--- src/rtl/cc_queue_pkg.sv ---
package cc_queue_pkg;

    // ====================
    // request queue
    // ====================

    // opcode bit, 32-bit address and 15-bit length, moved as one word
    localparam int REQ_W = 48;

    localparam int QDEPTH = 20;
    localparam int PTR_W  = $clog2(QDEPTH);
    localparam int QCNT_W = $clog2(QDEPTH) + 1;

    // ====================
    // rate control
    // ====================

    // gaps and timers are in clock cycles
    localparam int GAP_W = 32;

    localparam logic [GAP_W-1:0] GAP_INIT     = 32'd8192;
    localparam logic [GAP_W-1:0] TARGET_INIT  = 32'd128;
    localparam logic [GAP_W-1:0] MIN_MARK_GAP = 32'd200;
    localparam logic [GAP_W-1:0] ALPHA_IDLE   = 32'd600;
    localparam logic [GAP_W-1:0] DEC_LIMIT    = 32'd4096;

    // increase thresholds and additive step
    localparam logic [GAP_W-1:0] TIME_TH = 32'd150;
    localparam logic [GAP_W-1:0] ACK_TH  = 32'd10;
    localparam logic [GAP_W-1:0] RAI     = 32'd60;

    // stage counters saturate here
    localparam int               STG_W   = 3;
    localparam logic [STG_W-1:0] STAGE_F = 3'd5;

    // decrease factors in 1/128 units, index 0 is the harshest
    localparam int                FIDX_W     = 5;
    localparam int                FACTOR_W   = 9;
    localparam logic [FIDX_W-1:0] FACTOR_MAX = 5'd28;

    localparam logic [FACTOR_W-1:0] FACTOR_TBL [0:FACTOR_MAX] = '{
        9'd256, 9'd241, 9'd228, 9'd218, 9'd209, 9'd201, 9'd194, 9'd188,
        9'd182, 9'd178, 9'd173, 9'd170, 9'd166, 9'd163, 9'd161, 9'd158,
        9'd156, 9'd154, 9'd152, 9'd150, 9'd148, 9'd147, 9'd146, 9'd144,
        9'd143, 9'd142, 9'd141, 9'd140, 9'd139
    };

endpackage
--- src/rtl/cc_queue_top.sv ---
module cc_queue_top (
    input  logic                           aclk,
    input  logic                           aresetn,
    input  logic                           req_push,
    input  logic [cc_queue_pkg::REQ_W-1:0] req_data,
    input  logic                           ack_valid,
    input  logic                           ack_ecn,
    output logic                           out_valid,
    output logic [cc_queue_pkg::REQ_W-1:0] out_data,
    output logic [cc_queue_pkg::GAP_W-1:0] cur_gap,
    output logic                           overflow
);

    import cc_queue_pkg::*;

    logic             pop;
    logic             empty;
    logic [REQ_W-1:0] rd_data;

    // gap source
    cc_rate_ctrl u_rate (
        .aclk      (aclk),
        .aresetn   (aresetn),
        .ack_valid (ack_valid),
        .ack_ecn   (ack_ecn),
        .cur_gap   (cur_gap)
    );

    req_fifo u_fifo (
        .aclk     (aclk),
        .aresetn  (aresetn),
        .push     (req_push),
        .wdata    (req_data),
        .pop      (pop),
        .rd_data  (rd_data),
        .empty    (empty),
        .overflow (overflow)
    );

    req_pacer u_pacer (
        .aclk      (aclk),
        .aresetn   (aresetn),
        .cur_gap   (cur_gap),
        .empty     (empty),
        .rd_data   (rd_data),
        .pop       (pop),
        .out_valid (out_valid),
        .out_data  (out_data)
    );

endmodule

--- src/rtl/req_pacer.sv ---
module req_pacer (
    input  logic                           aclk,
    input  logic                           aresetn,
    input  logic [cc_queue_pkg::GAP_W-1:0] cur_gap,
    input  logic                           empty,
    input  logic [cc_queue_pkg::REQ_W-1:0] rd_data,
    output logic                           pop,
    output logic                           out_valid,
    output logic [cc_queue_pkg::REQ_W-1:0] out_data
);

    import cc_queue_pkg::*;

    logic [GAP_W-1:0] gap_timer;
    logic             pop_q;

    // ====================
    // send decision
    // ====================

    // gap elapsed and something waiting
    assign pop = (gap_timer > cur_gap) && !empty;

    always_ff @(posedge aclk) begin
        if (!aresetn) begin
            gap_timer <= '0;
        end else if (pop) begin
            gap_timer <= '0;
        end else begin
            gap_timer <= gap_timer + 1'b1;
        end
    end

    // ====================
    // output stage
    // ====================

    // fifo read data lands one cycle after the pop
    always_ff @(posedge aclk) begin
        if (!aresetn) begin
            pop_q     <= 1'b0;
            out_valid <= 1'b0;
        end else begin
            pop_q     <= pop;
            out_valid <= pop_q;
        end
    end

    always_ff @(posedge aclk) begin
        if (pop_q) begin
            out_data <= rd_data;
        end
    end

    a_pop_spaced: assert property (@(posedge aclk) disable iff (!aresetn)
        pop |=> !pop);

endmodule

--- src/rtl/req_fifo.sv ---
module req_fifo (
    input  logic                           aclk,
    input  logic                           aresetn,
    input  logic                           push,
    input  logic [cc_queue_pkg::REQ_W-1:0] wdata,
    input  logic                           pop,
    output logic [cc_queue_pkg::REQ_W-1:0] rd_data,
    output logic                           empty,
    output logic                           overflow
);

    import cc_queue_pkg::*;

    logic [REQ_W-1:0]  mem [0:QDEPTH-1];
    logic [PTR_W-1:0]  wr_ptr;
    logic [PTR_W-1:0]  rd_ptr;
    logic [QCNT_W-1:0] count;
    logic              do_push;
    logic              do_pop;

    assign empty   = (count == '0);
    assign do_push = push && (count != QDEPTH[QCNT_W-1:0]);
    assign do_pop  = pop && !empty;

    // storage and read register
    always_ff @(posedge aclk) begin
        if (do_push) begin
            mem[wr_ptr] <= wdata;
        end
        if (do_pop) begin
            rd_data <= mem[rd_ptr];
        end
    end

    always_ff @(posedge aclk) begin
        if (!aresetn) begin
            wr_ptr   <= '0;
            rd_ptr   <= '0;
            count    <= '0;
            overflow <= 1'b0;
        end else begin
            if (do_push) begin
                wr_ptr <= (wr_ptr == PTR_W'(QDEPTH - 1)) ? '0 : wr_ptr + 1'b1;
            end
            if (do_pop) begin
                rd_ptr <= (rd_ptr == PTR_W'(QDEPTH - 1)) ? '0 : rd_ptr + 1'b1;
            end
            if (do_push && !do_pop) begin
                count <= count + 1'b1;
            end else if (do_pop && !do_push) begin
                count <= count - 1'b1;
            end
            // dropped push is remembered until reset
            if (push && !do_push) begin
                overflow <= 1'b1;
            end
        end
    end

    a_no_pop_empty: assert property (@(posedge aclk) disable iff (!aresetn)
        !(pop && empty));

endmodule

--- src/rtl/cc_rate_ctrl.sv ---
module cc_rate_ctrl (
    input  logic                          aclk,
    input  logic                          aresetn,
    input  logic                          ack_valid,
    input  logic                          ack_ecn,
    output logic [cc_queue_pkg::GAP_W-1:0] cur_gap
);

    import cc_queue_pkg::*;

    logic [GAP_W-1:0] timer;
    logic [GAP_W-1:0] target;
    logic [GAP_W-1:0] current;
    logic [GAP_W-1:0] last_dec;
    logic [GAP_W-1:0] last_mark;
    logic [GAP_W-1:0] time_cnt;
    logic [GAP_W-1:0] ack_cnt;
    logic [STG_W-1:0] time_stage;
    logic [STG_W-1:0] ack_stage;
    logic [FIDX_W-1:0] fidx;
    logic             inc_event;

    logic [GAP_W+FACTOR_W-1:0] scaled;
    logic [GAP_W:0]            mean_sum;
    logic [GAP_W-1:0]          since_dec;
    logic [GAP_W-1:0]          since_mark;
    logic                      sat_time;
    logic                      sat_ack;

    // ====================
    // datapath helpers
    // ====================

    assign scaled     = current * FACTOR_TBL[fidx];
    assign mean_sum   = target + current;
    assign since_dec  = timer - last_dec;
    assign since_mark = timer - last_mark;
    assign sat_time   = (time_stage >= STAGE_F);
    assign sat_ack    = (ack_stage >= STAGE_F);

    assign cur_gap = current;

    // ====================
    // rate state
    // ====================

    // later assignments in this block win over earlier ones
    always_ff @(posedge aclk) begin
        if (!aresetn) begin
            timer      <= '0;
            target     <= TARGET_INIT;
            current    <= GAP_INIT;
            last_dec   <= '0;
            last_mark  <= '0;
            time_cnt   <= '0;
            ack_cnt    <= '0;
            time_stage <= '0;
            ack_stage  <= '0;
            fidx       <= '0;
            inc_event  <= 1'b0;
        end else begin
            timer     <= timer + 1'b1;
            time_cnt  <= time_cnt + 1'b1;
            inc_event <= 1'b0;

            if (ack_valid) begin
                ack_cnt <= ack_cnt + 1'b1;
                if (ack_ecn) begin
                    // marks too close to the last decrease only refresh the mark time
                    if (since_dec > MIN_MARK_GAP) begin
                        target <= current;
                        if (current <= DEC_LIMIT) begin
                            current <= scaled[GAP_W+6:7];
                        end
                        if (fidx != '0) begin
                            fidx <= fidx - 1'b1;
                        end
                        last_dec   <= timer;
                        time_cnt   <= '0;
                        ack_cnt    <= '0;
                        time_stage <= '0;
                        ack_stage  <= '0;
                    end
                    last_mark <= timer;
                end
            end

            // long quiet period, soften the next decrease
            if (since_mark > ALPHA_IDLE && fidx != FACTOR_MAX) begin
                fidx <= fidx + 1'b1;
            end

            if (time_cnt > TIME_TH) begin
                time_cnt   <= '0;
                inc_event  <= 1'b1;
                time_stage <= (time_stage < STAGE_F) ? time_stage + 1'b1 : STAGE_F;
            end

            if (ack_cnt > ACK_TH) begin
                ack_cnt   <= '0;
                inc_event <= 1'b1;
                ack_stage <= (ack_stage < STAGE_F) ? ack_stage + 1'b1 : STAGE_F;
            end

            // fast recovery and hyper increase only pull current toward target
            if (inc_event) begin
                current <= mean_sum[GAP_W:1];
                if (sat_time != sat_ack) begin
                    // additive step, floored at 1 near zero
                    if (target <= RAI) begin
                        target <= 32'd1;
                    end else begin
                        target <= target - RAI;
                    end
                end
            end
        end
    end

    a_fidx_range: assert property (@(posedge aclk) disable iff (!aresetn)
        fidx <= FACTOR_MAX);

endmodule

--- config.mk ---
export PLATFORM = sky130hd
export DESIGN_NAME = cc_queue_top
export DESIGN_NICKNAME = d
export VERILOG_FILES = /design/src/rtl/cc_queue_pkg.sv /design/src/rtl/cc_queue_top.sv /design/src/rtl/req_pacer.sv /design/src/rtl/req_fifo.sv /design/src/rtl/cc_rate_ctrl.sv
export SDC_FILE = /design/constraint.sdc
export NUM_CORES = 2
export LEC_CHECK = 0
export BUFFER_PORTS_ARGS = -buffer_cell sky130_fd_sc_hd__buf_2
export CAP_MARGIN = 30
export CORE_ASPECT_RATIO = 0.9
export CORE_MARGIN = 3
export CORE_UTILIZATION = 45
export CTS_CLUSTER_DIAMETER = 60
export DETAILED_ROUTE_END_ITERATION = 16
export PLACE_DENSITY = 0.62
export SYNTH_ARGS = -nofsm -noshare
export SYNTH_HDL_FRONTEND = slang
export SYNTH_SLANG_ARGS = --single-unit
--- constraint.sdc ---
create_clock -name aclk -period 14.9 [get_ports aclk]
set_input_delay 1.49 -clock aclk [delete_from_list [all_inputs] [get_ports aclk]]
set_output_delay 1.49 -clock aclk [all_outputs]
set_load 0.01 [all_outputs]
==> Word level (Yosys, flattened, before mapping) <==
Memories as Yosys holds them, arrays and structs flattened. A register that Yosys moved wholly into a read port is not among the register bits.
Index checks and enable logic that the tools add are counted.
{ "word_totals": {"reg_bits": 335, "latch_bits": 0, "ramBits": 960, "mem_bits_ro": 288, "in_bits": 53, "output_inout_bits": 82, "wordCells": 131, "memories": 2} }
{ "memory_table": {"columns": ["memory", "depth", "word_bits", "read_ports", "rd_ports_with_merged_regs", "write_ports", "line_no", "text"], "rows": [
  ["u_fifo.mem", 20, 48, 1, 1, 1, "req_fifo.sv:14", "logic [REQ_W-1:0] mem [0:QDEPTH-1];"],
  ["(name not given)", 32, 9, 1, 0, 0, "cc_rate_ctrl.sv:34", "assign scaled = current * FACTOR_TBL[fidx];"]
]} }
{ "classes": {"add_sub_neg": 16, "mul": 1, "div_mod_pow": 0, "order_cmp": 12, "n_eq_ne": 5, "shifts": 0, "muxes": 38, "n_bitwise": 2, "reduce_logical": 36} }
{ "ops": {"columns": ["cell", "n"], "rows": [
  ["32-bit 2-to-1 mux", 16],
  ["32-bit by 1-bit adder with 32-bit output, second input constant", 4],
  ["32-bit by 8-bit greater-than comparator with 1-bit output, second input constant", 2],
  ["32-bit subtractor", 2],
  ["32-bit by 9-bit multiplier with 39-bit output", 1],
  ["5-bit 2-to-1 mux", 7],
  ["32-bit by 32-bit adder with 33-bit output", 1],
  ["32-bit by 10-bit greater-than comparator with 1-bit output, second input constant", 1],
  ["32-bit greater-than comparator", 1],
  ["32-bit by 4-bit greater-than comparator with 1-bit output, second input constant", 1],
  ["32-bit by 13-bit less-or-equal comparator with 1-bit output, second input constant", 1],
  ["32-bit by 6-bit less-or-equal comparator with 1-bit output, second input constant", 1],
  ["32-bit by 6-bit subtractor with 32-bit output, second input constant", 1],
  ["2-bit nonzero test", 15],
  ["3-bit 2-to-1 mux", 7],
  ["9-bit 2-to-1 mux", 2],
  ["5-bit by 1-bit adder with 5-bit output, second input constant", 3],
  ["6-bit 2-to-1 mux", 2],
  ["5-bit equality test, second input constant", 2],
  ["3-bit AND reduction", 3],
  ["4-bit AND reduction", 2],
  ["1-bit logical AND", 7],
  ["3-bit by 1-bit adder with 3-bit output, second input constant", 2],
  ["6-bit by 1-bit adder with 6-bit output, second input constant", 1],
  ["other kinds (16)", 25]
]} }

==> Depth between registers and ports, before layout <==
{ "depth": {"ltp_word": 10, "ltp_mapped": 28} }

==> Modules after synthesis <==
From an unflattened synthesis, not the netlist that was laid out.
{ "hier_totals": {"hier_cells": 5209, "area_unflattened_um2": 66583.9} }
{ "modules_own_cells": {"columns": ["module", "n_inst", "cells_per_inst", "area_each_um2"], "rows": [
  ["req_fifo", 1, 1886, 38963.6],
  ["cc_rate_ctrl", 1, 2998, 23867.9],
  ["req_pacer", 1, 325, 3752.3]
]} }

==> Worst setup path before layout <==
OpenSTA, ideal clock, no wires.
{ "synth_timing": {"path_kind": "register -> register", "from": "register u_rate.fidx[0]", "to": "register u_rate.current[30] (netlist: u_rate.cur_gap[30])", "setup_time_ns": 0.137, "arrival_ns": 7.040, "t_required_ns": 14.763, "slack_ns": 7.722, "stages_incl_launch_ff": 28, "n_path_buf": 1, "synth_period_minus_slack_ns": 7.178, "cell_sequence": "dfxtp_1 inv_1 ha_1 nand2b_1 a311o_1 o21ai_1 clkbuf_1 nand2_1 fa_1 inv_1 fa_1 inv_1 fa_1 fa_1 inv_1 ha_1 nand2_1 o211ai_1 a2111oi_0 o31ai_1 a41oi_1 o21ai_0 a221oi_1 o21ai_0 o41ai_1 xnor2_1 a211oi_1 a211oi_1"} }
{ "synth_between": {"elab_chain_cells": 10} }
{ "synth_rtl": {"columns": ["item", "line_no", "text"], "rows": [
  ["start: declaration", "cc_rate_ctrl.sv:20", "logic [FIDX_W-1:0] fidx;"],
  ["start signal: assignment", "cc_rate_ctrl.sv:76", "fidx <= fidx - 1'b1;"],
  ["start signal: assignment", "cc_rate_ctrl.sv:90", "fidx <= fidx + 1'b1;"],
  ["5-bit inverter with 6-bit output (not written as such)", "cc_rate_ctrl.sv:34", null],
  ["memory read 32 x 9 bit", null, null],
  ["9-bit 2-to-1 mux (not written as such) (2 in series)", "cc_rate_ctrl.sv:34", null],
  ["32-bit by 9-bit multiplier with 39-bit output", "cc_rate_ctrl.sv:34", null],
  ["32-bit 2-to-1 mux", "cc_rate_ctrl.sv:72", "if (current <= DEC_LIMIT) begin"],
  ["32-bit 2-to-1 mux", "cc_rate_ctrl.sv:70", "if (since_dec > MIN_MARK_GAP) begin"],
  ["32-bit 2-to-1 mux", "cc_rate_ctrl.sv:68", "if (ack_ecn) begin"],
  ["32-bit 2-to-1 mux", "cc_rate_ctrl.sv:66", "if (ack_valid) begin"],
  ["32-bit 2-to-1 mux", "cc_rate_ctrl.sv:106", "if (inc_event) begin"],
  ["end signal: assignment", "cc_rate_ctrl.sv:73", "current <= scaled[GAP_W+6:7];"],
  ["end signal: assignment", "cc_rate_ctrl.sv:107", "current <= mean_sum[GAP_W:1];"],
  ["end: declaration", "cc_rate_ctrl.sv:13", "logic [GAP_W-1:0] current;"]
]} }
Every way passes these cells. The select of a mux whose other input is x is not followed.
A chain may end at the register's enable or synchronous reset.

==> Final worst setup path <==
Ends and elaborated chain as after synthesis.

==> impl_metrics.yaml <==
setup_path:
  critPathArrivalTime_ns: 9.42
  rrSetupSlack_ns: 6.07
  crit_path_end_kind: "register"
  cpPeakStageDelay_ns: 0.86
  cp.required_ns: 15.49
  worstPathMaxFanout: 32
  crit_slowest_cell: "ha_1"
  critPathKind: "register to register"
  start_kind: "register"
grt:
  grt_first_pass_wirelength_mm: 245
  grt_pass1_vias: 39796
  antenna_found_initial: 17
  top_usage_layer: "met2"
  grt_max_degree: 140
  grt-ovfl-total: 0
  use_met1_pct: 29.8
  grtUsageMet3_pct: 3.38
  grtUsageMet2_pct: 34.3
  grt_util_all_layers_pct: 21.1
die:
  die_h_um: 368
  die_w_um: 409
  io_pins: 135
  coreArea_mm2: 0.145
  initial_core_util_pct: 45.5
  placementRows: 132
  dieArea_mm2: 0.151
clock_network:
  cts-resized-gates: 0
  clkLatencyLatePin_ns: 0.79
  cts_root_buf: "clkbuf_16"
  numCtsBuffers: 145
  cts_hold_buf: 0
  cts_sinks: 1343
  cts_tree: "done"
  cts_setup_buffers: 0
  clk_path_buf_depth: 3
  clk_pin_slew_worst_paths_ns: 0.06
  htreeDepth: 4
timing:
  tns_ns: 0
  finalCritPeriodShare_pct: 59.3
  worstMarginPinSlew_ns: 1.01
  finalClockSkew_ns: 0.0547
  hold_viol: 0
  fin_ws_ns: 6.07
  slew_violations: 0
  min_period_ns: 8.83
  grt_setup_unrepaired: "false"
  max_freq_ghz: 0.113
  slew_headroom_pct: 32.5
  setup_viol: 0
place:
  place.gp.congestion: 0.868
  pre_cts_ws_ns: 6.13
  dpl.hpwl_mm: 95.5
  placed_cells: 6759
  portBuffers: 134
routing:
  routed_wl_mm: 158
  antenna_left: 0
  via_count: 39563
  drc: 0
  viasPerCell: 5.63
  wire_per_inst_um: 22.5
  drt_iter0_drc: 3236
  dr.pass1.iters: 7
cells_and_area:
  regArea_mm2: 0.0375
  multi_input_area_mm2: 0.0264
  final_cells: 7028
  fill_cells: 12196
  final_cell_mix: "edfxtp_1, inv_1, nand2_1, nor2_1, mux4_2"
  final_net_count: 5440
  final_common_cell: "edfxtp_1"
  layout-drive-gt1-share_pct: 16.2
  area_growth_pct: 12.7
  finish.utilization_pct: 51.2
synth:
  yosysUniqueCellTypes: 85
  synth_top_flop_cell: "edfxtp_1"
  synth_edf_count: 1056
  syn_inst: 4792
  yosysWarnings: 0
  async_reset_ff_share_pct: 0
  syn_avg_cell_area_um2: 13.7
  synth_seq_area_share_pct: 57.0
  synth_area_mm2: 0.0657
  synth_seq_cells: 1343
pwr:
  vdd_ir_drop_max_mv: 0.133
  total_power_w: 0.00952
  power_density_mw_per_mm2: 129
  p_leak_nw: 27.2
job:
  cap_violations: 0
hold_path:
  hp-class: "register to register"
run_status:
  status: "finished, final reports clean"
cell type report:
| class | count | area share, % |
|---|---|---|
| clock inverter | 85 | 1.28 |
| timing repair buffer | 210 | 2.20 |
| multi-input combinational | 2904 | 35.6 |
| clock buffer | 172 | 5.12 |
| sequential | 1343 | 50.6 |
| tap | 1943 | 3.28 |
| antenna | 8 | 0.0270 |
| inverter | 363 | 1.85 |
worst paths after layout:
| check | start | end | depth (start not counted) |
|---|---|---|---|
| setup / recovery | u_rate.fidx[0] | u_rate.cur_gap[30] | 28 |
| hold / removal | u_fifo.rd_data[18] | u_pacer.out_data[18] | 0 |
| setup reg to reg | u_rate.fidx[0] | u_rate.cur_gap[30] | 28 |
| hold reg to reg | u_fifo.rd_data[18] | u_pacer.out_data[18] | 0 |
cells in the mapped netlist (all sizes together) (45+ instances only):
| cell type | n | area, µm² |
|---|---|---|
| nor2 | 325 | 1220 |
| nand2 | 331 | 1240 |
| and2 | 141 | 882 |
| nand3 | 72 | 360 |
| o21ai | 132 | 661 |
| mux4 | 288 | 6490 |
| xor2 | 81 | 709 |
| dfxtp | 287 | 5750 |
| xnor2 | 88 | 771 |
| and3 | 66 | 418 |
| edfxtp | 1056 | 31700 |
| inv | 362 | 1360 |
| fa | 214 | 4280 |
| a21o | 59 | 443 |
| nor3 | 53 | 265 |
| clkbuf | 194 | 728 |
| mux2 | 53 | 601 |
| a211oi | 45 | 338 |
| ha | 206 | 2580 |
| a21oi | 232 | 1170 |
stage by stage:
stage | cell area [µm²] | hold slack (ns)
floorplan | 65900 | 0.400
global placement | 68800 | 0.402
detailed placement | 69200 | 0.405
CTS | 73900 | 0.419
global route | 74000 | 0.423
finish | 74000 | 0.415
registers in the layout (all words and copies together) (netlist names), 3 cells and up:
| register | cells |
|---|---|
| u_rate.time_cnt | 32 |
| u_rate.time_stage | 3 |
| u_pacer.gap_timer | 32 |
| u_rate.last_mark | 32 |
| u_fifo.rd_data | 48 |
| u_rate.last_dec | 32 |
| u_fifo.count | 6 |
| u_fifo.mem | 960 |
| u_rate.ack_stage | 3 |
| u_rate.ack_cnt | 32 |
| u_fifo.rd_ptr | 5 |
| u_rate.timer | 32 |
| u_rate.target | 32 |
| u_fifo.wr_ptr | 5 |
| u_pacer.out_data | 48 |
| u_rate.fidx | 5 |
| u_rate.cur_gap | 32 |
metal layers:
layer / part of all wire, % / vias to the layer above
li1: - / 17974
met1: 44 / 20300
met2: 48 / 1051
met3: 5.4 / 228
met4: 2.2 / 10
met5: 0.043 / -
report_power, final:
part | internal [W] | switching [W] | total, W
Clock | 0.00202 | 0.00153 | 0.00355
Combinational | 0.000703 | 0.00110 | 0.00180
Sequential | 0.00410 | 0.0000719 | 0.00417
critical path, delay by kind of cell, from the launching register on:
kind	cells	cell delay, ns
AO/OA/AOI/OAI	13	3.71
XOR/XNOR	1	0.11
adder cells (fa/ha/maj)	6	3.26
buffers and inverters	6	0.94
flip-flops	1	0.41
AND/OR/NAND/NOR	2	0.23
cell families (layout without fill, tap and decap cells):
kind of cell | after synthesis | in the layout | synth area share [%]
AOI/OAI and AO/OA | 698 | 698 | 6.85
xor gates and xnor gates | 169 | 169 | 2.25
adders and majority gates | 420 | 420 | 10.4
buffers and inverters | 596 | 830 | 3.46
DFF | 1343 | 1343 | 57.0
muxes | 364 | 364 | 11.1
other | 1 | 60 | 0.00571
and+or+nand+nor | 1201 | 1201 | 8.83
(Power assumes the default switching activity.)
